--- config.mk ---
export PLATFORM = sky130hd
export DESIGN_NAME = gpio_port
export DESIGN_NICKNAME = d
export VERILOG_FILES = /design/src/logic/gpio_port.sv
export SDC_FILE = /design/constraint.sdc
export NUM_CORES = 1
export LEC_CHECK = 0
export BUFFER_PORTS_ARGS = -buffer_cell sky130_fd_sc_hd__buf_2
export CORE_MARGIN = 10
export CORE_UTILIZATION = 45
export CTS_BUF_LIST = sky130_fd_sc_hd__clkbuf_16
export CTS_CLUSTER_DIAMETER = 120
export DETAILED_ROUTE_END_ITERATION = 7
export PLACE_DENSITY_LB_ADDON = 0.12
export SKIP_CTS_REPAIR_TIMING = 1
export SYNTH_ARGS = -nofsm -noshare
export SYNTH_HDL_FRONTEND = slang
export SYNTH_SLANG_ARGS = --single-unit
--- constraint.sdc ---
create_clock -name fpga_clk -period 1.3 [get_ports fpga_clk]
set_clock_uncertainty 0.2 [all_clocks]
set_input_delay 0.065 -clock fpga_clk [delete_from_list [all_inputs] [get_ports fpga_clk]]
set_output_delay 0.065 -clock fpga_clk [all_outputs]
set_load 0.05 [all_outputs]
--- src/logic/gpio_port.sv ---
`timescale 1ns/1ns
`default_nettype none

module gpio_port (
    input  wire         fpga_clk,
    input  wire         fpga_rst,
    input  wire         led_we_i,
    input  wire  [1:0]  addr_i,
    input  wire  [15:0] wdata_i,
    input  wire  [23:0] switch_i,
    output logic [23:0] led_o,
    output logic [31:0] switch_data_o
);

    // Two-flop synchronizer for the board switches
    logic [23:0] switch_meta;
    logic [23:0] switch_sync;

    always_ff @(posedge fpga_clk) begin
        if (fpga_rst) begin
            led_o <= 24'd0;
        end else if (led_we_i) begin
            case (addr_i)
                2'b00:   led_o[15:0]  <= wdata_i;
                2'b10:   led_o[23:16] <= wdata_i[7:0];   // Upper LEDs from low byte
                default: led_o        <= led_o;          // Odd offsets ignored
            endcase
        end
    end

    always_ff @(posedge fpga_clk) begin
        if (fpga_rst) begin
            switch_meta <= 24'd0;
            switch_sync <= 24'd0;
        end else begin
            switch_meta <= switch_i;
            switch_sync <= switch_meta;
        end
    end

    // High half is zero-extended
    always_comb begin
        if (addr_i[1])
            switch_data_o = {24'd0, switch_sync[23:16]};
        else
            switch_data_o = {16'd0, switch_sync[15:0]};
    end

endmodule

`default_nettype wire

==> run metrics <==
Placement Cell Area 0.003078 mm^2; CP endpoint switch_data_o[5]; layout cells sized above 1 0.3104; synth-to-layout area growth 47.40%; Lkg Pwr 1.791 nW; Yosys cell types 16; slowest CP cell dfxtp_1; CP arrival 1.05 ns; met2 usage 0.1743; final hold violations 1; max-cap viol count 0; post-synthesis mux area share 0.1261; CP Cell Sequence mux2_2, buf_6; routability congestion estimate 0.6875; Bufs and invs on worst path 1; Total GRT Usage 0.1148; clk root buf clkbuf_16; vias in the first global route 1764; final wirelength 5788 um; critical path depth in cells 2; largest family of logic cells by synthesized area simple AND/OR/NAND/NOR gates; type of the worst setup path reg2out; R2R Setup Slk 0.49 ns; initial antenna violation count 0; Seq/Total Area, Yosys 0.5504; H-tree Lvls 3; Worst-Skew Late Latency 0.32 ns; Synth Instances 233; Syn Area/Cell 11.24 um^2; first-pass GRT wire length 8107 um; die width 96.29 um; worst r2r src led_o[15]; global route overflow 0; met3 Use GR 0.05914; CP Max Fanout 1; post-synthesis adder-cell area fraction 0; type of element capturing the critical path output port; I/O Pins 101; Worst R2R End led_o[15]; Max Clock Freq 0.7614 GHz; largest net degree at the start of global routing 47; Setup-failing EPs final 5; clock transition at the registers of the reported paths 0.05 ns; outcome finished with violations; Final ANT Viol Nets 0; total number of vias 1867; Worst path max stage delay 0.31 ns; Starting Density 0.4698; Synth area leader dfxtp_1; R2R cell count 2; NumNets Final 406; HPWL after DPL 3842 um; flops & latches, synth 72; Routed WL per cell 13.28 um; WP data required 1.03 ns; design area 0.003860 mm^2; Hold WC Path Type in2reg; Inserted Diodes 0; Post-Synth XOR/XNOR Area 0; Worst setup SP type flop; Die Height 96.29 um; routed vias/inst 4.282; number of buffers created by CTS 9; CP top delay family flip-flops; row cnt 27; Initial DRC Count 24; die area 0.009271 mm^2; complex-gate fraction of the synthesized area 0; grt met1 use 0.1293; Final Cycle Share 1.010; TritonCTS clock tree done; worst IR drop on VDD 924.6 uV; post-synth top area share 0.5504; Hold Slack -0.0007537 ns; Synth Warn # 0; mapped cell area 0.002619 mm^2; Final Slew Violations 0; Post-Synth Simple-Gate Area 0.2523; Max Root-Sink Buffers 2; largest cells by area after synthesis dfxtp_1 55%, nor2b_1 11%, nand2b_1 9.6%, mux2i_1 9.2%, buf_4 4.6%; Filler cells 434; CTS Sinks 72; Crit. Startpoint switch_sync[5]; DRC Markers 0; Setup WS post-layout -0.01330 ns; PortBufs 84; Top Usage Layer GRT met2; core footprint 0.005574 mm^2; failing checks hold timing, setup timing; 1st-pass router iterations 5; fin crit period 1.313 ns; Pwr per Cell Area 1377 mW/mm^2; unrepaired setup endpoints after global routing true
-- cell usage after synthesis, drive strengths merged --
cell,number
dfxtp,72
nor2b,48
nand2b,40
mux2i,24
buf,19
clkbuf,9
and2b,8
mux2,8
and3b,1
conb,1
nand3b,1
nor3b,1
or3b,1
-- cells by family after synthesis --
| family | Yosys count |
|---|---|
| AND/OR/NAND/NOR | 100 |
| flip-flops | 72 |
| multiplexers | 32 |
| buffers and inverters | 28 |
| other | 1 |
-- power breakdown --
group	switching, W	leakage, nW	internal (W)	total [W]
Sequential	0.0000271	0.592	0.00230	0.00233
Combinational	0.000422	1.07	0.000307	0.000728
Clock	0.000814	0.132	0.00144	0.00226
-- worst min-delay path: cells and delay by family --
kind / cells / cell delay, ns
AND/OR/NAND/NOR: 1 / 0.06
buffers and inverters: 2 / 0.33
-- stage by stage --
stage | setup WS (ns) | util | cells | TNS (ns) | total power (W)
after floorplan | -0.02079 | - | 248 | -0.1663 | 0.002853
after global placement | 0.07163 | 0.5522 | 381 | 0 | 0.002969
after detailed placement | 0.04997 | 0.5522 | 381 | 0 | 0.002980
after CTS | -0.06738 | 0.6016 | 395 | -0.5011 | 0.005256
after global routing | -0.04695 | 0.6925 | 436 | -0.2847 | 0.005533
final | -0.01330 | 0.6925 | 436 | -0.03354 | 0.005317
-- layer usage --
metal / share of wire / wire length [um]
met5: 0 / 0
met3: 0.10 / 577
met4: 0.0090 / 52
met1: 0.41 / 2372
met2: 0.48 / 2786
-- state kept, by name, indices dropped and copies added, names as in the netlist --
name,flops
led_o,24
switch_meta,24
switch_sync,24
-- cell usage in the layout, fill, tap and decap left out --
cell	count
clkbuf_4	4
clkinv_1	2
buf_8	3
buf_6	6
dfxtp_1	72
nand2b_1	40
nor2b_2	1
buf_4	4
and2b_1	8
nand3b_2	1
nor2b_1	47
mux2_2	5
buf_12	3
conb_1	16
bufinv_16	1
clkinv_2	1
dlygate4sd3_1	41
mux2_4	3
buf_2	69
or3b_4	1
clkbuf_16	9
clkinvlp_4	1
mux2i_1	24
and3b_1	1
nor3b_4	1
-- final cells by class --
class / count / area [um^2] / area share
repair buffers: 130 / 988.4 / 0.2561
clock buffers: 9 / 225.2 / 0.05835
multi-input cells: 148 / 1065 / 0.2759
flip-flops and latches: 72 / 1441 / 0.3734
well taps: 72 / 90.09 / 0.02334
clock inverters: 5 / 50.05 / 0.01297
-- worst min path at each step --
stage / from / to / slack [ns] / cells after the start
finish: fpga_rst / switch_sync[12] / -0.0008 / 3
detailed placement: switch_i[18] / switch_meta[18] / 0.07 / 2
CTS: switch_i[18] / switch_meta[18] / -0.26 / 2
global route: fpga_rst / switch_sync[23] / 0.01 / 3
floorplan: switch_i[14] / switch_meta[14] / -0.01 / 1
global placement: switch_i[18] / switch_meta[18] / 0.07 / 2
(Power assumes the default switching activity.)
