--- src/logic/minisys_pkg.sv ---
`default_nettype none

package minisys_pkg;

    // Access width of one bus transfer
    typedef enum logic [1:0] {
        WIDTH_BYTE = 2'd0,
        WIDTH_HALF = 2'd1,
        WIDTH_WORD = 2'd2
    } width_t;

    // One request from the bus master, held stable until ack
    typedef struct packed {
        logic        write;      // 1 = store, 0 = load
        width_t      width;
        logic        sign;       // Sign-extend byte/half loads
        logic [15:0] addr;       // Byte address
        logic [31:0] wdata;      // Store data, right aligned
    } bus_req_t;

    // Bus controller sequencing
    typedef enum logic [1:0] {
        BUS_IDLE   = 2'd0,
        BUS_ACCESS = 2'd1,
        BUS_ACK    = 2'd2
    } bus_state_t;

    // Source of the latched read data
    typedef enum logic [1:0] {
        RD_NONE   = 2'd0,
        RD_RAM    = 2'd1,
        RD_SWITCH = 2'd2
    } rd_sel_t;

    // I/O space is everything with the top six address bits set
    localparam logic [15:0] IO_BASE       = 16'hFC00;

    // PWM registers: +0 period, +2 compare, +4 enable
    localparam logic [15:0] PWM_ADDR_BASE = 16'hFC30;

    // LED bits 15:0 at +0, bits 23:16 at +2
    localparam logic [15:0] LED_ADDR      = 16'hFC60;

    // Switch bits 15:0 at +0, bits 23:16 at +2
    localparam logic [15:0] SWITCH_ADDR   = 16'hFC70;

endpackage

`default_nettype wire

--- src/logic/bus_ctrl.sv ---
`timescale 1ns/1ns
`default_nettype none

module bus_ctrl (
    input  wire                        fpga_clk,
    input  wire                        fpga_rst,
    input  wire                        req_i,
    input  wire minisys_pkg::bus_req_t bus_req_i,
    output logic                       ack_o,
    output logic [31:0]                rd_data_o,
    output logic                       ram_we_o,
    output logic                       ram_re_o,
    output logic                       led_we_o,
    output logic                       pwm_we_o,
    input  wire [31:0]                 ram_data_i,
    input  wire [31:0]                 switch_data_i
);

    minisys_pkg::bus_state_t state;
    minisys_pkg::rd_sel_t    rd_sel;
    minisys_pkg::rd_sel_t    rd_sel_next;

    logic is_io;
    logic is_led;
    logic is_pwm;
    logic is_switch;

    // Address decode against the I/O map
    always_comb begin
        is_io     = (bus_req_i.addr & minisys_pkg::IO_BASE) == minisys_pkg::IO_BASE;
        is_led    = bus_req_i.addr[15:2] == minisys_pkg::LED_ADDR[15:2];     // +0 and +2
        is_pwm    = bus_req_i.addr[15:3] == minisys_pkg::PWM_ADDR_BASE[15:3];
        is_switch = bus_req_i.addr[15:2] == minisys_pkg::SWITCH_ADDR[15:2];

        rd_sel_next = minisys_pkg::RD_NONE;   // LED, PWM and holes read as 0
        if (!bus_req_i.write) begin
            if (!is_io)
                rd_sel_next = minisys_pkg::RD_RAM;
            else if (is_switch)
                rd_sel_next = minisys_pkg::RD_SWITCH;
        end
    end

    always_ff @(posedge fpga_clk) begin
        if (fpga_rst) begin
            state    <= minisys_pkg::BUS_IDLE;
            rd_sel   <= minisys_pkg::RD_NONE;
            ack_o    <= 1'b0;
            ram_we_o <= 1'b0;
            ram_re_o <= 1'b0;
            led_we_o <= 1'b0;
            pwm_we_o <= 1'b0;
        end else begin
            // Strobes last a single cycle
            ram_we_o <= 1'b0;
            ram_re_o <= 1'b0;
            led_we_o <= 1'b0;
            pwm_we_o <= 1'b0;

            case (state)
                minisys_pkg::BUS_IDLE: begin
                    if (req_i) begin
                        ram_we_o <= bus_req_i.write && !is_io;
                        ram_re_o <= !bus_req_i.write && !is_io;
                        led_we_o <= bus_req_i.write && is_led;
                        pwm_we_o <= bus_req_i.write && is_pwm;
                        rd_sel   <= rd_sel_next;
                        state    <= minisys_pkg::BUS_ACCESS;
                    end
                end
                minisys_pkg::BUS_ACCESS: state <= minisys_pkg::BUS_ACK;   // RAM output settles
                minisys_pkg::BUS_ACK: begin
                    if (!ack_o) begin
                        ack_o <= 1'b1;
                    end else if (!req_i) begin
                        ack_o <= 1'b0;
                        state <= minisys_pkg::BUS_IDLE;
                    end
                end
                default: state <= minisys_pkg::BUS_IDLE;
            endcase
        end
    end

    // Read mux, captured once per access and held through the ack
    always_ff @(posedge fpga_clk) begin
        if (state == minisys_pkg::BUS_ACK && !ack_o) begin
            case (rd_sel)
                minisys_pkg::RD_RAM:    rd_data_o <= ram_data_i;
                minisys_pkg::RD_SWITCH: rd_data_o <= switch_data_i;
                default:                rd_data_o <= 32'd0;
            endcase
        end
    end

endmodule

`default_nettype wire

--- config.mk ---
export PLATFORM = sky130hd
export DESIGN_NAME = bus_ctrl
export DESIGN_NICKNAME = d
export VERILOG_FILES = /design/src/logic/minisys_pkg.sv /design/src/logic/bus_ctrl.sv
export SDC_FILE = /design/constraint.sdc
export NUM_CORES = 1
export LEC_CHECK = 0
export BUFFER_PORTS_ARGS = -buffer_cell sky130_fd_sc_hd__buf_2
export CAP_MARGIN = 20
export CORE_MARGIN = 1
export CORE_UTILIZATION = 40
export DETAILED_ROUTE_END_ITERATION = 12
export PLACE_DENSITY = 0.84
export SLEW_MARGIN = 20
export SYNTH_ARGS = -nofsm -noshare
export SYNTH_HDL_FRONTEND = slang
export SYNTH_SLANG_ARGS = --single-unit
--- constraint.sdc ---
create_clock -name fpga_clk -period 6.05 [get_ports fpga_clk]
set_clock_uncertainty 0.15 [all_clocks]
set_input_delay 0.3025 -clock fpga_clk [delete_from_list [all_inputs] [get_ports fpga_clk]]
set_output_delay 0.3025 -clock fpga_clk [all_outputs]
set_load 0.02 [all_outputs]
==> results of run 1 <==
[report_power, final]
| group | internal, W | leakage [nW] | switching (W) |
|---|---|---|---|
| sequential | 0.000318 | 0.343 | 0.00000514 |
| combinational | 0.0000366 | 0.572 | 0.0000489 |
| clock | 0.0000776 | 0.0430 | 0.0000840 |
| total | 0.000432 | 0.958 | 0.000138 |
[kinds of logic (layout without fill, tap and decap cells)]
kind of cell | Yosys count | in the layout | share of synthesized area, %
AO/OA/AOI/OAI | 38 | 38 | 15.8
adder cells (fa/ha/maj) | 2 | 2 | 1.41
buffers and inverters | 13 | 130 | 2.74
flip-flops | 41 | 41 | 64.2
AND/OR/NAND/NOR | 55 | 55 | 15.9
[cell usage in the layout (no fill, tap or decap), types with 2 or more instances in the layout]
cell type / count
a21oi_1: 3
clkinv_1: 2
nand3b_1: 3
nand2b_1: 2
edfxtp_1: 32
clkbuf_8: 5
nor2_1: 34
nand2_1: 3
inv_1: 4
a22oi_1: 32
buf_2: 118
dfxtp_1: 9
nor4_1: 2
ha_2: 2
[routing by layer]
layer | GRT usage, % | vias up | wire length [microns]
met1 | 20.4 | 702 | 1670
met4 | 3.91 | 0 | 19
met5 | 0 | - | 0
met2 | 32.4 | 69 | 2110
met3 | 4.93 | 2 | 296
li1 | - | 793 | -
[path summary, 6_finish.rpt]
path / cells after the start / startpoint / to
worst max-delay path: 2 / state[1] / rd_data_o[27]
worst min-delay path: 2 / bus_req_i[36] / led_we_o
worst max register to register: 2 / state[1] / rd_data_o[27]
worst min register to register: 2 / rd_sel[0] / rd_sel[0]
[flip-flops by register name (all words and copies together), names as in the netlist]
register / count
ram_we_o: 1
pwm_we_o: 1
rd_sel: 2
ack_o: 1
state: 2
led_we_o: 1
rd_data_o: 32
ram_re_o: 1
[per-stage QoR]
stage	area, sq um	setup slack (ns)	hold slack [ns]	total power (W)
2_1_floorplan	1780	3.60	0.222	0.000371
3_3_place_gp	2400	4.11	0.317	0.000413
3_5_place_dp	2400	4.01	0.324	0.000415
4_1_cts	2490	3.99	0.0600	0.000578
5_1_grt	2490	4.10	0.0680	0.000597
6_report	2490	4.24	0.0734	0.000570
[critical path, delay by kind of cell, from the launching register on]
family           cells  cell delay, ns
and+or+nand+nor      2            0.85
DFF                  1            0.43
[cell type report]
class / instances / area (sq um)
Multi-Input combinational cell: 95 / 601
Fill cell: 366 / 1650
Clock buffer: 5 / 68.8
Tap cell: 50 / 62.6
Sequential cell: 41 / 1140
Clock inverter: 3 / 12.5
Timing Repair Buffer: 118 / 591
Inverter: 4 / 15.0
==> reports/results.ini, run 1 <==
[logic_synthesis]
ys_top_cells_by_area = edfxtp_1, a22oi_1, dfxtp_1, nor2_1, clkbuf_1
syn_area_sq_um = 1780
synthesis.nets = 270
synth-seq-area-share_pct = 64.2
ys_types = 25
ys_warn_count = 0
netlist_top_cells_count = nor2_1, a22oi_1, edfxtp_1
yosysTopAreaCell = edfxtp_1
syn-instance-count = 149
ys_seq_elements = 41
synth-edff-count = 32
ys.flop_type = edfxtp_1
syn_area_per_cell_sq_um = 11.9
synth.most_common_cell = nor2_1
async_flop_share_pct = 0
yosysTopAreaCellShare_pct = 54.0

[finish]
layout-drive-gt1-share_pct = 49.6
fin_cells = 316
diodes = 0
area_delta_synth_final_pct = 40.1
nNetsFinal = 386
final_core_util_pct = 60.1

[sta]
fin_crit_sh_pct = 29.9
setup_violations = 0
period_needed_ns = 1.81
rsz0062_at_grt = no
setup_tns_ns = 0
worst_slew_pin_slew_ns = 0.867
hold_viol = 0
relSlewSlack_pct = 42.0
drv_slew = 0
max_freq_ghz = 0.553

[clock_tree]
clockRootBuffer = clkbuf_8
cts_resized = 0
cts_setup_buffers = 0
cts_max_level = 2
clk_latency_ns = 0.28
clockBufferDepth = 2
clkSlewWorstSetupHoldPaths_ns = 0.07
clock_sinks = 41
tritoncts = yes
cts_buffers = 5
cts_hold_buf = 0

[global_route]
grt_pass1_wl_microns = 6090
grt_pass1_vias = 1379
antenna_found_initial = 0
track_usage_pct = 17.7
grt_start_max_net_pins = 33
grt_remaining_overflow = 0

[setup_path]
crit_path_end_kind = flop
arrival_ns = 1.56
crit_path_start_kind = flop
regToRegSetupSlack_ns = 4.24
worstPathRequired_ns = 5.80
max_stage_delay_ns = 0.69
path_class = flop to flop
worstPathCellList = nand2b_1 > nor2_4
slowest_stage = nor2_4
cp_max_fo = 32

[placement]
gp_congestion = 0.789
dp_hpwl_microns = 2980
numPortBuffers = 118
place_inst = 308

[die]
dieWidth_microns = 68.7
start_util_pct = 42.9
die_h_microns = 68.7
io_pins = 156
die-area_sq_um = 4720
coreArea_sq_um = 4140
rows = 23

[detailed_routing]
dr.pass1.iters = 4
drt_iter0_markers = 107
via_count = 1566
routed_wl_microns = 4100
wl_per_cell_microns = 13.0
drt-vias-per-instance = 4.96
drc = 0
final_antenna_net_count = 0

[pwr]
p_leak_nw = 0.958
powerDensity_nw_per_um2 = 229
vdd_drop_max_mv = 0.124

[run]
maxCapViolCount = 0

[min_path]
hold_class = input pin to flop

[run_status]
status = finished clean

Note: power is estimated with default switching activity, not from simulation.
==> inputs of run 2 (changes only) <==
--- a/config.mk
+++ b/config.mk
@@ -5,12 +5,13 @@
 export SDC_FILE = /design/constraint.sdc
 export NUM_CORES = 1
 export LEC_CHECK = 0
+export ABC_AREA = 1
 export BUFFER_PORTS_ARGS = -buffer_cell sky130_fd_sc_hd__buf_2
 export CAP_MARGIN = 20
 export CORE_MARGIN = 1
-export CORE_UTILIZATION = 40
+export CORE_UTILIZATION = 35
 export DETAILED_ROUTE_END_ITERATION = 12
-export PLACE_DENSITY = 0.84
+export PLACE_DENSITY = 0.77
 export SLEW_MARGIN = 20
 export SYNTH_ARGS = -nofsm -noshare
 export SYNTH_HDL_FRONTEND = slang
==> constraint.sdc (replaced) <==
create_clock -name fpga_clk -period 1.55 [get_ports fpga_clk]
set_clock_uncertainty 0.15 [all_clocks]
set_input_delay 0.0775 -clock fpga_clk [delete_from_list [all_inputs] [get_ports fpga_clk]]
set_output_delay 0.0775 -clock fpga_clk [all_outputs]
set_load 0.02 [all_outputs]
==> run 2 against run 1 <==
Effect of this change: non-clock buffer count increased by 64; the flow now finishes with violations (negative hold slack); register-to-register slack got worse by 4.1 ns; highest routed layer unchanged; clock power increased to 4.0 times the previous value; global-route usage increased by 1.3 points; first-iteration DRC count decreased by 42%; critical path depth increased by 4; synthesized area increased by 4.9%; power increased to 4.1 times the previous value; largest power group unchanged.
==> reports/results.ini, run 2 <==
[run_status]
status = finished with violations
violations = negative hold slack

[finish]
top_regs = rd_data_o: 32 flops, rd_sel: 2 flops, state: 2 flops
nNetsFinal = 502
diodes = 0
nFillCells = 421
layout_common_cells = buf_2, nand2_1, dlygate4sd3_1
final_common_cell = buf_2
top_register = rd_data_o
fin_area_sq_um = 3250
final-seq-area_sq_um = 1140
multi_input_area_sq_um = 624
layout-drive-gt1-share_pct = 38.0
largest_reg_flops = 32
area_delta_synth_final_pct = 74.5

[logic_synthesis]
yosysTopAreaCell = edfxtp_1
ys_types = 16
syn_area_sq_um = 1860
async_flop_share_pct = 0
synth-edff-count = 32
ys_top_cells_by_area = edfxtp_1, nand2_1, dfxtp_1, a21oi_1, inv_1
netlist_top_cells_count = nand2_1, a21oi_1, edfxtp_1
synthesis.nets = 322
synth-seq-area-share_pct = 61.2
synth.most_common_cell = nand2_1
syn_area_per_cell_sq_um = 9.28
ys_warn_count = 0
ys.flop_type = edfxtp_1
syn-instance-count = 201
ys_seq_elements = 41
yosysTopAreaCellShare_pct = 51.5

[setup_path]
crit_path_start_kind = input pin
crit_path_frequent_cell = dlygate4sd3_1
cp_max_fo = 2
slowest_stage = dlygate4sd3_1
reg2regPathDepth = 4
worstPathCellList = dlygate4sd3_1 > buf_2 > nor2_4 > dlygate4sd3_1 > nand4_1 > nor2_1
regToRegSetupSlack_ns = 0.14
worstPathRequired_ns = 1.62
max_stage_delay_ns = 0.55
path_class = input pin to flop
crit_path_end_kind = flop
arrival_ns = 1.59

[detailed_routing]
wl_per_cell_microns = 11.9
via_count = 2032
routed_wl_microns = 5370
drc = 0
drt_iter0_markers = 62
drt-vias-per-instance = 4.50
final_antenna_net_count = 0
dr.pass1.iters = 4

[sta]
fin_crit_sh_pct = 97.5
hold_viol = 1
worst_slew_pin_slew_ns = 0.204
setup_violations = 0
relSlewSlack_pct = 86.4
whs_ns = -0.0260
rsz0062_at_grt = no
max_freq_ghz = 0.661
drv_slew = 0
period_needed_ns = 1.51
setup_tns_ns = 0
setup_ws_ns = 0.0382

[clock_tree]
clkSlewWorstSetupHoldPaths_ns = 0.08
tritoncts = yes
clockRootBuffer = clkbuf_8
clock_sinks = 41
cts_max_level = 2
cts_buffers = 5
clockBufferDepth = 2
clk_latency_ns = 0.28

[pwr]
p_seq_share_pct = 53.1
switchingPower_w = 0.000545
p_leak_nw = 1.44
swShare_pct = 23.6
vdd_drop_max_mv = 0.479
p_clk_share_pct = 28.3
p_int_w = 0.00176
combPwrFrac_pct = 18.6
powerDensity_nw_per_um2 = 710

[die]
coreArea_sq_um = 5110
start_util_pct = 36.5
die-area_sq_um = 5620
io_pins = 156
dieWidth_microns = 75.0
rows = 26
die_h_microns = 75.0

[run]
maxCapViolCount = 0

[global_route]
grt_pass1_wl_microns = 7800
grt_start_max_net_pins = 19
grt_remaining_overflow = 0
track_usage_pct = 19.0
grt_pass1_vias = 1871
antenna_found_initial = 0

[placement]
pre_cts_ws_ns = 0.145
placed_cell_area_sq_um = 2600
gp_congestion = 0.655
numPortBuffers = 118
dp_hpwl_microns = 3210

[min_path]
hold_class = input pin to flop
min_path_cells = 4

## run 2: changes by cell type in the layout (fill, tap and decap cells not counted), moves of 3 or more
| cell | change |
|---|---|
| a21oi_1 | +29 |
| a22oi_1 | -32 |
| buf_12 | +4 |
| buf_4 | +4 |
| dlygate4sd3_1 | +55 |
| inv_1 | +8 |
| nand2_1 | +74 |
| nand3_1 | +4 |
| nand3b_1 | -3 |
| nor2_1 | -24 |
| nor2_2 | +4 |
## run 2: through the flow
stage / cells / util (%) / power [W] / hold WS (ns)
finish: 452 / 63.7 / 0.00231 / -0.0260
detailed placement: 388 / 50.9 / 0.00156 / 0.123
global route: 452 / 63.7 / 0.00242 / -0.0242
CTS: 452 / 63.4 / 0.00233 / 0.000326
global placement: 388 / 50.9 / 0.00156 / 0.119
floorplan: 201 / - / 0.00139 / -0.0108
## run 2: layout make-up
cell class | instances | area share, %
inverters | 14 | 1.62
repair buffers | 182 | 38.8
flip-flops and latches | 41 | 35.1
well taps | 70 | 2.69
clock buffers | 6 | 2.23
clock inverters | 2 | 0.308
multi-input cells | 137 | 19.2
## run 2: power groups by stage
stage,Clock [W],Combinational (W),Sequential (W)
CTS,0.000688,0.000420,0.00123
finish,0.000653,0.000430,0.00123
floorplan,0,0.000110,0.00128
detailed placement,0,0.000314,0.00125
global route,0.000720,0.000470,0.00123
global placement,0,0.000308,0.00125
## run 2: logic make-up after synthesis
logic type / synth area share, %
AOI/OAI and AO/OA: 9.80
and+or+nand+nor: 21.3
adders and majority gates: 1.34
buffers and inverters: 6.38
DFF: 61.2
## run 2: critical path, delay by kind of cell
family / cells / cell delay, ns
buf+inv: 3 / 1.22
simple gates: 3 / 0.29
## run 2: layer usage
layer / part of all wire, % / routed length, microns / up-vias / track usage, %
li1: - / - / 1017 / -
met1: 38 / 2020 / 923 / 19.1
met2: 55 / 2980 / 85 / 37.2
met3: 5.6 / 301 / 7 / 4.42
met4: 1.2 / 66 / 0 / 7.97
met5: 0 / 0 / - / 0
## run 2: final timing paths
path	startpoint	endpoint
worst max register to register	rd_sel[0]	rd_data_o[5]
worst max-delay path	bus_req_i[41]	led_we_o
worst min-delay path	bus_req_i[40]	pwm_we_o
worst min register to register	state[0]	state[1]
## run 2: what timing repair did
| item | 4_1_cts | 5_1_grt |
|---|---|---|
| hold buffers | 56 | 1 |
| buffers inserted | 0 | 0 |
| setup endpoints to repair | 0 | 2 |
| hold endpoints to repair | 39 | 1 |
| gates resized for setup | 0 | 4 |
