## config.mk

```make
export PLATFORM = sky130hd
export DESIGN_NAME = pwm_gen
export DESIGN_NICKNAME = d
export VERILOG_FILES = /design/src/logic/pwm_gen.sv
export SDC_FILE = /design/constraint.sdc
export NUM_CORES = 1
export LEC_CHECK = 0
export ABC_AREA = 1
export BUFFER_PORTS_ARGS = -buffer_cell sky130_fd_sc_hd__buf_2
export CAP_MARGIN = 5
export CORE_ASPECT_RATIO = 0.7
export CORE_MARGIN = 5
export CORE_UTILIZATION = 55
export CTS_CLUSTER_DIAMETER = 40
export DETAILED_ROUTE_END_ITERATION = 16
export GPL_TIMING_DRIVEN = 0
export PLACE_DENSITY_LB_ADDON = 0.12
export SETUP_SLACK_MARGIN = 0.1
export SYNTH_ARGS = -nofsm -noshare
export SYNTH_HDL_FRONTEND = slang
export SYNTH_SLANG_ARGS = --single-unit
```

## constraint.sdc

```tcl
create_clock -name fpga_clk -period 1.6 [get_ports fpga_clk]
set_input_delay 0.24 -clock fpga_clk [delete_from_list [all_inputs] [get_ports fpga_clk]]
set_output_delay 0.24 -clock fpga_clk [all_outputs]
set_load 0.03 [all_outputs]
```

## src/logic/pwm_gen.sv

```systemverilog
`timescale 1ns/1ns
`default_nettype none

module pwm_gen #(
    parameter int PWM_W = 16
) (
    input  wire         fpga_clk,
    input  wire         fpga_rst,
    input  wire         pwm_we_i,
    input  wire  [2:0]  addr_i,
    input  wire  [15:0] wdata_i,
    output logic        pwm_o
);

    logic [PWM_W-1:0] period;
    logic [PWM_W-1:0] compare;
    logic             enable;
    logic [PWM_W-1:0] cnt;

    // Register file: +0 period, +2 compare, +4 enable
    always_ff @(posedge fpga_clk) begin
        if (fpga_rst) begin
            period  <= '0;
            compare <= '0;
            enable  <= 1'b0;
        end else if (pwm_we_i) begin
            case (addr_i)
                3'd0:    period  <= PWM_W'(wdata_i);
                3'd2:    compare <= PWM_W'(wdata_i);
                3'd4:    enable  <= wdata_i[0];
                default: enable  <= enable;
            endcase
        end
    end

    // Counter runs 0..period, so one frame is period+1 cycles
    always_ff @(posedge fpga_clk) begin
        if (fpga_rst || !enable)
            cnt <= '0;
        else if (cnt >= period)
            cnt <= '0;   // Also catches a period lowered mid-frame
        else
            cnt <= cnt + 1'b1;
    end

    // Registered output keeps the pin glitch free
    always_ff @(posedge fpga_clk) begin
        if (fpga_rst)
            pwm_o <= 1'b0;
        else
            pwm_o <= enable && (cnt < compare);
    end

endmodule

`default_nettype wire

```

==> reports/metrics.csv, run 1 <==
metric,value,unit
critical path startpoint category,flip-flop,
DR vias/cell,5.11,
RSZ-0062 raised after global routing,yes,
PortBufs,22,
"commonest non-fill, non-tap cell in the layout",inv_1,
Critical-path top delay cell,dfxtp_4,
max_slew headroom,64.7,%
Post-DRT Antenna Nets,0,
Crit Path Class,flip-flop to flip-flop,
cell taking the most area after synthesis,dfxtp_1,
critical path launch point,cnt[13],
post-DP HPWL,4670,microns
Chip Width,93.4,microns
Synth Area in XOR/XNOR,3.60,%
CTS sink cnt,50,
area fraction in compound gates after synthesis,16.1,%
routed len/inst,14.6,microns
Synth-to-Final Area Change,27.5,%
Starting Density,56.3,%
Adder-Cell Fraction of Synth Area,15.0,%
P per Cell Area,645,nW/um^2
Root Driver,clkbuf_8,
Clock Skews,0.00800,ns
first-pass GRT wire length,11000,microns
initial DRC count,200,
sequential share of the synthesized area,37.4,%
"Reg clk slew, reported paths",0.09,ns
Top Ports,23,
die area,6380,sq um
Inserted Clock Buffers,5,
most frequent CP cell,nor2_2,
hold path depth,3,
DRT Wirelength,6870,microns
GRT Resource Usage Total,22.9,%
Skew-Pair Late Insertion Delay,0.30,ns
Netlist cell types,25,
"Cell Area, Synth",2680,sq um
Tightest Pin Transition,0.530,ns
R2R cell count,9,
FF-to-FF End,cnt[3],
CP Max Fanout,6,
final worst setup slack,0.109,ns
Fin Setup TNS,0,ns
largest net degree at the start of global routing,14,
max-cap check violation count,0,
synthesized netlist net count,409,
vias,2409,
antenna cell count,0,
Worst VDD drop,0.447,mV
CTS tree,done,
grt ovf,0,
leak pwr,1.36,nW
critical path's largest stage delay,0.37,ns
multi-input logic area,1670,sq um
gpl congestion,0.834,
pre-CTS WS,-0.197,ns
FMAX,0.671,GHz
Die H,68.4,microns
Synth Register Bits,50,
filler cell count,384,
Synth Instances,355,
DRT Pass-1 Iters,4,
Longest Clk Path Bufs,2,
WP data arrival,1.73,ns
CP endpoint kind,flip-flop,
top cell type's share of synthesized area,37.4,%
Post-Synth Simple-Gate Area,17.9,%
Worst Hold Class,input port to flip-flop,
synthesized area per cell,7.54,sq um
R2R Path Start,cnt[13],
register area,1040,sq um
vias in the first global route,2270,
Placed Area,2870,sq um
post-layout util,71.8,%
post-synthesis mux area share,0,%
synth top area cells,"dfxtp_1, ha_1, inv_1",
fin. max-slew vios,0,
number of synthesis warnings,0,
CP cell instances,ha_4 > nand2_2 > inv_2 > o21ai_1 > nand4_1 > nor2_2 > nand2_4 > buf_8 > nor2_2,
outcome,finished clean,
Final Hold Fails,0,
Final min period,1.49,ns
final worst-path cycle share,93.2,%
Core Footprint,4760,sq um
endpoints failing setup,0,
initial antenna violation count,0,
Fin Hold WS,0.225,ns
final net count,456,
largest family of logic cells by synthesized area,simple AND/OR/NAND/NOR gates,
layout cell share with drive strength beyond 1,31.3,%
worst path required time,1.84,ns
CTS H-tree depth,2,
crit path to,cnt[3],
post-route cell area,3410,sq um
most frequent cells in the layout,"inv_1, a21oi_1, nand2_1",
"setup slack, reg-to-reg",0.11,ns
drt drc,0,
Site Rows,21,
[critical path: cells and delay by family, from the launching register on]
kind                     cells  cell delay (ns)
adder cells (fa/ha/maj)      1             0.24
buffers and inverters        2             0.18
AO/OA/AOI/OAI                1             0.10
flip-flops                   1             0.37
AND/OR/NAND/NOR              5             0.54
[logic make-up after synthesis]
group | after synthesis
AOI/OAI and AO/OA | 85
buffers and inverters | 71
DFF | 50
and+or+nand+nor | 106
xor gates and xnor gates | 11
adders and majority gates | 32
[worst min-delay path by stage]
stage                startpoint     endpoint
floorplan            wdata_i[0]    period[0]
global placement     compare[0]   compare[0]
detailed placement   compare[0]   compare[0]
CTS                  wdata_i[6]   compare[6]
global route        wdata_i[12]  compare[12]
finish              wdata_i[10]  compare[10]
[routing by layer]
metal | wire length (microns) | global-route usage (%) | up-vias
li1 | - | - | 1241
met1 | 3340 | 31.2 | 1105
met2 | 2980 | 36.2 | 56
met3 | 465 | 5.93 | 7
met4 | 85 | 6.22 | 0
met5 | 0 | 0 | -
[cell type report]
cell class,count,area share (%)
Tap cell,69,2.53
Timing Repair Buffer,40,7.73
Buffer,10,1.36
Sequential cell,50,30.5
Multi-Input combinational cell,234,48.8
Clock buffer,7,2.24
Inverter,61,6.78
[synth_stat cells, drive strengths merged]
master   n
inv     61
dfxtp   50
nand2   47
a21oi   44
o21ai   38
nor2    36
ha      32
nand3   10
clkbuf   8
nor3     8
xor2     7
nand4    4
xnor2    4
buf      2
a21o     1
a31oi    1
nand3b   1
o21a     1
[metrics by stage]
step / total power [mW] / cells
after floorplan: 1.44 / 355
after global placement: 1.51 / 446
after global routing: 2.32 / 471
final: 2.20 / 471
after CTS: 2.21 / 463
after detailed placement: 1.51 / 446
[timing repair]
| item | in CTS | in global routing |
|---|---|---|
| cloned | 1 | 0 |
| hold endpoints to repair | 0 | 0 |
| setup buffers | 9 | 8 |
| resized for setup | 44 | 45 |
| pin swaps | 15 | 18 |
| setup endpoints to repair | 16 | 17 |
| hold buffers | 0 | 0 |
[state kept, by name, summed over array words and instances, names as in the netlist]
signal / cells
cnt: 16
compare: 16
period: 16
pwm_o: 1
enable: 1
[report_power, final]
part / internal [mW] / total (mW) / switching [mW]
Sequential: 1.26 / 1.27 / 0.00957
Combinational: 0.0910 / 0.236 / 0.145
Clock: 0.302 / 0.695 / 0.393
Total: 1.65 / 2.20 / 0.547
No activity file was read; power rests on OpenSTA's default activity.
==> run 2: changes to the inputs <==
Settings changed: CORE_ASPECT_RATIO 0.7 to default.
==> run 2 against run 1 <==
  * Clock power increased by 31%
  * Utilization grew 0.23 points
  * Clock skew about the same
  * Worst setup slack worse by 0.031 ns
  * Flip-flop and latch count stayed put
  * Via count grew 2.4%
==> reports/metrics.csv, run 2 (synthesis results as in run 1) <==
metric,value,unit
Longest Clk Path Bufs,2,
RSZ-0062 raised after global routing,yes,
most frequent cells in the layout,"inv_1, a21oi_1, nand2_1",
gpl congestion,0.839,
drt drc,0,
CP endpoint kind,flip-flop,
FMAX,0.657,GHz
final worst setup slack,0.0781,ns
post-layout util,72.0,%
Tightest Pin Transition,0.551,ns
initial antenna violation count,0,
initial DRC count,218,
vias,2467,
PortBufs,22,
final net count,452,
power consumption,2.42,mW
Synth-to-Final Area Change,27.1,%
Chip Width,79.8,microns
DR vias/cell,5.31,
critical path startpoint category,flip-flop,
Root Driver,clkbuf_8,
hold path depth,3,
P per Cell Area,711,nW/um^2
max-cap check violation count,0,
Top Ports,23,
grt ovf,0,
antenna cell count,0,
routed len/inst,14.7,microns
CP Max Fanout,5,
Placed Area,2870,sq um
R2R cell count,11,
Worst Hold Class,input port to flip-flop,
filler cell count,365,
Final min period,1.52,ns
Starting Density,56.7,%
"setup slack, reg-to-reg",0.08,ns
vias in the first global route,2266,
worst path required time,1.79,ns
DRT Pass-1 Iters,4,
largest net degree at the start of global routing,15,
CTS sink cnt,50,
Worst VDD drop,0.498,mV
Clock Skews,0.00787,ns
final worst-path cycle share,95.1,%
Fin Hold WS,0.220,ns
FF-to-FF End,cnt[6],
Site Rows,25,
Skew-Pair Late Insertion Delay,0.30,ns
DRT Wirelength,6850,microns
post-DP HPWL,4520,microns
GRT Resource Usage Total,21.2,%
leak pwr,1.36,nW
Post-DRT Antenna Nets,0,
post-route cell area,3400,sq um
layout cell share with drive strength beyond 1,28.6,%
crit path to,cnt[6],
"commonest non-fill, non-tap cell in the layout",inv_1,
outcome,finished clean,
Final Hold Fails,0,
fin. max-slew vios,0,
R2R Path Start,cnt[1],
CTS H-tree depth,2,
die area,6360,sq um
Crit Path Class,flip-flop to flip-flop,
endpoints failing setup,0,
Core Footprint,4720,sq um
"Reg clk slew, reported paths",0.09,ns
CTS tree,done,
critical path launch point,cnt[1],
max_slew headroom,63.3,%
first-pass GRT wire length,10500,microns
WP data arrival,1.71,ns
Post-CTS Hold Fix Bufs,0,
largest registers,"cnt (16), compare (16), period (16)",
Inserted Clock Buffers,5,
Die H,79.8,microns
pre-CTS WS,-0.168,ns
==> run 2: cell types whose count changed in the layout (fill, tap and decap cells not counted), sizes merged <==
| cell | previous run | this run |
|---|---|---|
| buf | 42 | 37 |
| bufinv | 0 | 1 |
==> run 2: critical path: stages, from the launching register on <==
cell and delay, ns:
dfxtp_4 0.37, ha_4 0.28, nand2_2 0.05, nand3_2 0.07, nand2_1 0.06, nand2_1 0.06, nand2_1 0.06, nand2_2 0.08
nand2_2 0.06, nand2_4 0.10, clkbuf_16 0.17, nor2_4 0.03
==> run 2: stage by stage <==
stage          cells  setup TNS (ns)
3_3_place_gp     444           -1.16
2_1_floorplan    355               0
3_5_place_dp     444           -1.51
6_report         465               0
5_1_grt          465         -0.0122
4_1_cts          456               0
==> run 2: how the worst min path moves through the flow <==
| stage | startpoint | end | slack (ns) |
|---|---|---|---|
| finish | wdata_i[0] | period[0] | 0.22 |
| detailed placement | period[15] | period[15] | 0.45 |
| CTS | wdata_i[10] | compare[10] | 0.22 |
| global placement | compare[0] | compare[0] | 0.44 |
| global route | wdata_i[10] | compare[10] | 0.23 |
| floorplan | wdata_i[0] | period[0] | 0.41 |
==> run 2: timing repair <==
action | 4_1_cts | 5_1_grt
setup endpoints to repair | 16 | 16
pin swaps | 5 | 18
resized for setup | 23 | 54
setup buffers | 5 | 8
cloned | 0 | 1
==> run 2: report_power, final <==
part / switching [mW] / internal [mW] / total, mW
Sequential: 0.00901 / 1.26 / 1.27
Combinational: 0.145 / 0.0929 / 0.238
Clock: 0.409 / 0.501 / 0.910
Total: 0.563 / 1.86 / 2.42
==> run 2: cell type report <==
type                       instances  area, sq um  area share [%]
buffer                            10         50.0            1.47
clock buffer                       6         82.6            2.43
clock inverter                     1         30.0           0.883
inverter                          61          231            6.81
multi-input combinational        234         1650            48.4
sequential                        50         1040            30.5
tap                               67         83.8            2.47
timing repair buffer              36          240            7.06
==> run 2: routing by layer <==
metal / GRT usage, % / share of wire, % / vias to the layer above
li1: - / - / 1234
met3: 3.50 / 4.7 / 8
met2: 37.1 / 51 / 59
met1: 26.9 / 43 / 1166
met5: 0 / 0 / -
met4: 5.41 / 0.95 / 0
==> run 3: changes to the inputs <==
Settings changed: BUFFER_PORTS_ARGS -buffer_cell sky130_fd_sc_hd__buf_2 to -buffer_cell sky130_fd_sc_hd__clkbuf_2, PLACE_DENSITY from default to 0.7, PLACE_DENSITY_LB_ADDON 0.12 to default.
==> run 3 against run 2 <==
  * Sequential power barely moved
  * Maximum frequency fell by 1.2%
  * Flip-flop and latch count did not move
  * Global-route usage barely moved
  * Utilization fell by 1.8 points
  * Die area did not move
  * Worst hold slack improved by 0.0021 ns
  * Critical path depth fell by 1
  * Sequential share of layout area rose by 0.71 points
  * Register-to-register slack got worse by 0.02 ns
  * Critical path type unchanged
==> reports/metrics.csv, run 3 (synthesis results as in run 1) <==
metric,value,unit
Core Footprint,4720,sq um
DRT Wirelength,6500,microns
pre-CTS WS,-0.147,ns
outcome,finished clean,
CTS sink cnt,50,
FMAX,0.649,GHz
Worst VDD drop,0.357,mV
Final min period,1.54,ns
max-cap check violation count,0,
final worst setup slack,0.0598,ns
Crit Path Class,flip-flop to flip-flop,
CTS H-tree depth,2,
Hold Path End,compare[15],
antenna cell count,0,
Longest Clk Path Bufs,2,
R2R Path Start,period[10],
CP cell instances,inv_1 > ha_1 > nand2_1 > inv_1 > o21ai_1 > a21oi_2 > nor2_2 > nand2_4 > clkbuf_16 > nor2_2,
CP endpoint kind,flip-flop,
filler cell count,401,
Chip Width,79.8,microns
routed len/inst,14.1,microns
Root Driver,clkbuf_8,
FF-to-FF End,cnt[8],
Synth-to-Final Area Change,23.9,%
post-route cell area,3320,sq um
Hold Startpoint,wdata_i[15],
vias,2377,
gpl congestion,0.846,
Top delay family on crit path,simple AND/OR/NAND/NOR gates,
layout cell share with drive strength beyond 1,27.9,%
R2R cell count,10,
largest net degree at the start of global routing,15,
Fin Hold WS,0.222,ns
Site Rows,25,
GRT Resource Usage Total,21.1,%
DR vias/cell,5.16,
die area,6360,sq um
final worst-path cycle share,96.3,%
post-DP HPWL,4490,microns
max_slew headroom,63.2,%
Worst Hold Class,input port to flip-flop,
Starting Density,56.7,%
Inserted Clock Buffers,5,
critical path startpoint category,flip-flop,
endpoints failing setup,0,
Skew-Pair Late Insertion Delay,0.30,ns
critical path's largest stage delay,0.32,ns
Placed Area,2870,sq um
largest registers,"cnt (16), compare (16), period (16)",
first-pass GRT wire length,10300,microns
PortBufs,22,
fin. max-slew vios,0,
DRT Pass-1 Iters,4,
Critical-path top delay cell,dfxtp_1,
Die H,79.8,microns
most frequent cells in the layout,"inv_1, a21oi_1, nand2_1",
Top Ports,23,
Tightest Pin Transition,0.552,ns
CP Max Fanout,5,
Clock Skews,0.00541,ns
WP data arrival,1.78,ns
worst path required time,1.84,ns
vias in the first global route,2208,
grt ovf,0,
initial antenna violation count,0,
Crit path buffers/inverters,3,
Post-DRT Antenna Nets,0,
Final Hold Fails,0,
initial DRC count,126,
"commonest non-fill, non-tap cell in the layout",inv_1,
RSZ-0062 raised after global routing,yes,
final net count,447,
leak pwr,1.33,nW
hold path depth,3,
"Reg clk slew, reported paths",0.09,ns
P per Cell Area,683,nW/um^2
"setup slack, reg-to-reg",0.06,ns
CTS tree,done,
drt drc,0,
-- run 3: cell count changes in the layout (fill, tap and decap cells not counted), sizes merged --
cell,change
buf,-27
clkbuf,+23
bufinv,-1
clkinv,+1
-- run 3: worst max-delay path by stage --
stage	from	endpoint	cells after the start
after floorplan	cnt[0]	cnt[11]	12
after global placement	cnt[0]	cnt[13]	12
after detailed placement	cnt[0]	cnt[6]	12
after CTS	period[14]	cnt[6]	10
after global routing	period[10]	cnt[12]	10
final	period[10]	cnt[8]	10
-- run 3: layout make-up --
type / count / area, sq um / share of cell area, %
Buffer: 10 / 50.0 / 1.51
Clock buffer: 7 / 86.3 / 2.60
Clock inverter: 1 / 5.00 / 0.151
Inverter: 61 / 231 / 6.98
Multi-Input combinational cell: 234 / 1620 / 48.8
Sequential cell: 50 / 1030 / 31.2
Tap cell: 67 / 83.8 / 2.53
Timing Repair Buffer: 31 / 208 / 6.26
-- run 3: where the power goes --
group / switching (mW) / internal (mW)
clock: 0.403 / 0.350
combinational: 0.145 / 0.0919
sequential: 0.00926 / 1.26
total: 0.558 / 1.71
-- run 3: timing repair --
item / in CTS / in global routing
setup endpoints to repair: 16 / 16
cloned: 0 / 1
gates resized for setup: 18 / 56
hold buffers: 0 / 0
buffers inserted: 3 / 5
pin swaps: 4 / 17
-- run 3: metrics by stage --
stage          std cells  utilization [%]  setup TNS (ns)  power [mW]
3_5_place_dp         444             60.8           -1.34        1.51
4_1_cts              455             64.5               0        2.27
2_1_floorplan        355                -               0        1.44
6_report             461             70.2               0        2.26
5_1_grt              461             70.2         -0.0737        2.40
3_3_place_gp         444             60.8           -1.28        1.51
-- run 3: worst reg2reg max path, cell delays in order, from the launching register on --
cell and delay (ns):
dfxtp_1 0.32, inv_1 0.05, ha_1 0.30, nand2_1 0.07
inv_1 0.05, o21ai_1 0.10, a21oi_2 0.08, nor2_2 0.16
nand2_4 0.11, clkbuf_16 0.18, nor2_2 0.08
-- run 3: layer usage --
| metal | up-vias | wire [microns] | track usage (%) |
|---|---|---|---|
| met5 | - | 0 | 0 |
| li1 | 1221 | - | - |
| met3 | 12 | 242 | 4.06 |
| met2 | 48 | 3280 | 35.3 |
| met4 | 0 | 167 | 10.6 |
| met1 | 1096 | 2810 | 25.8 |
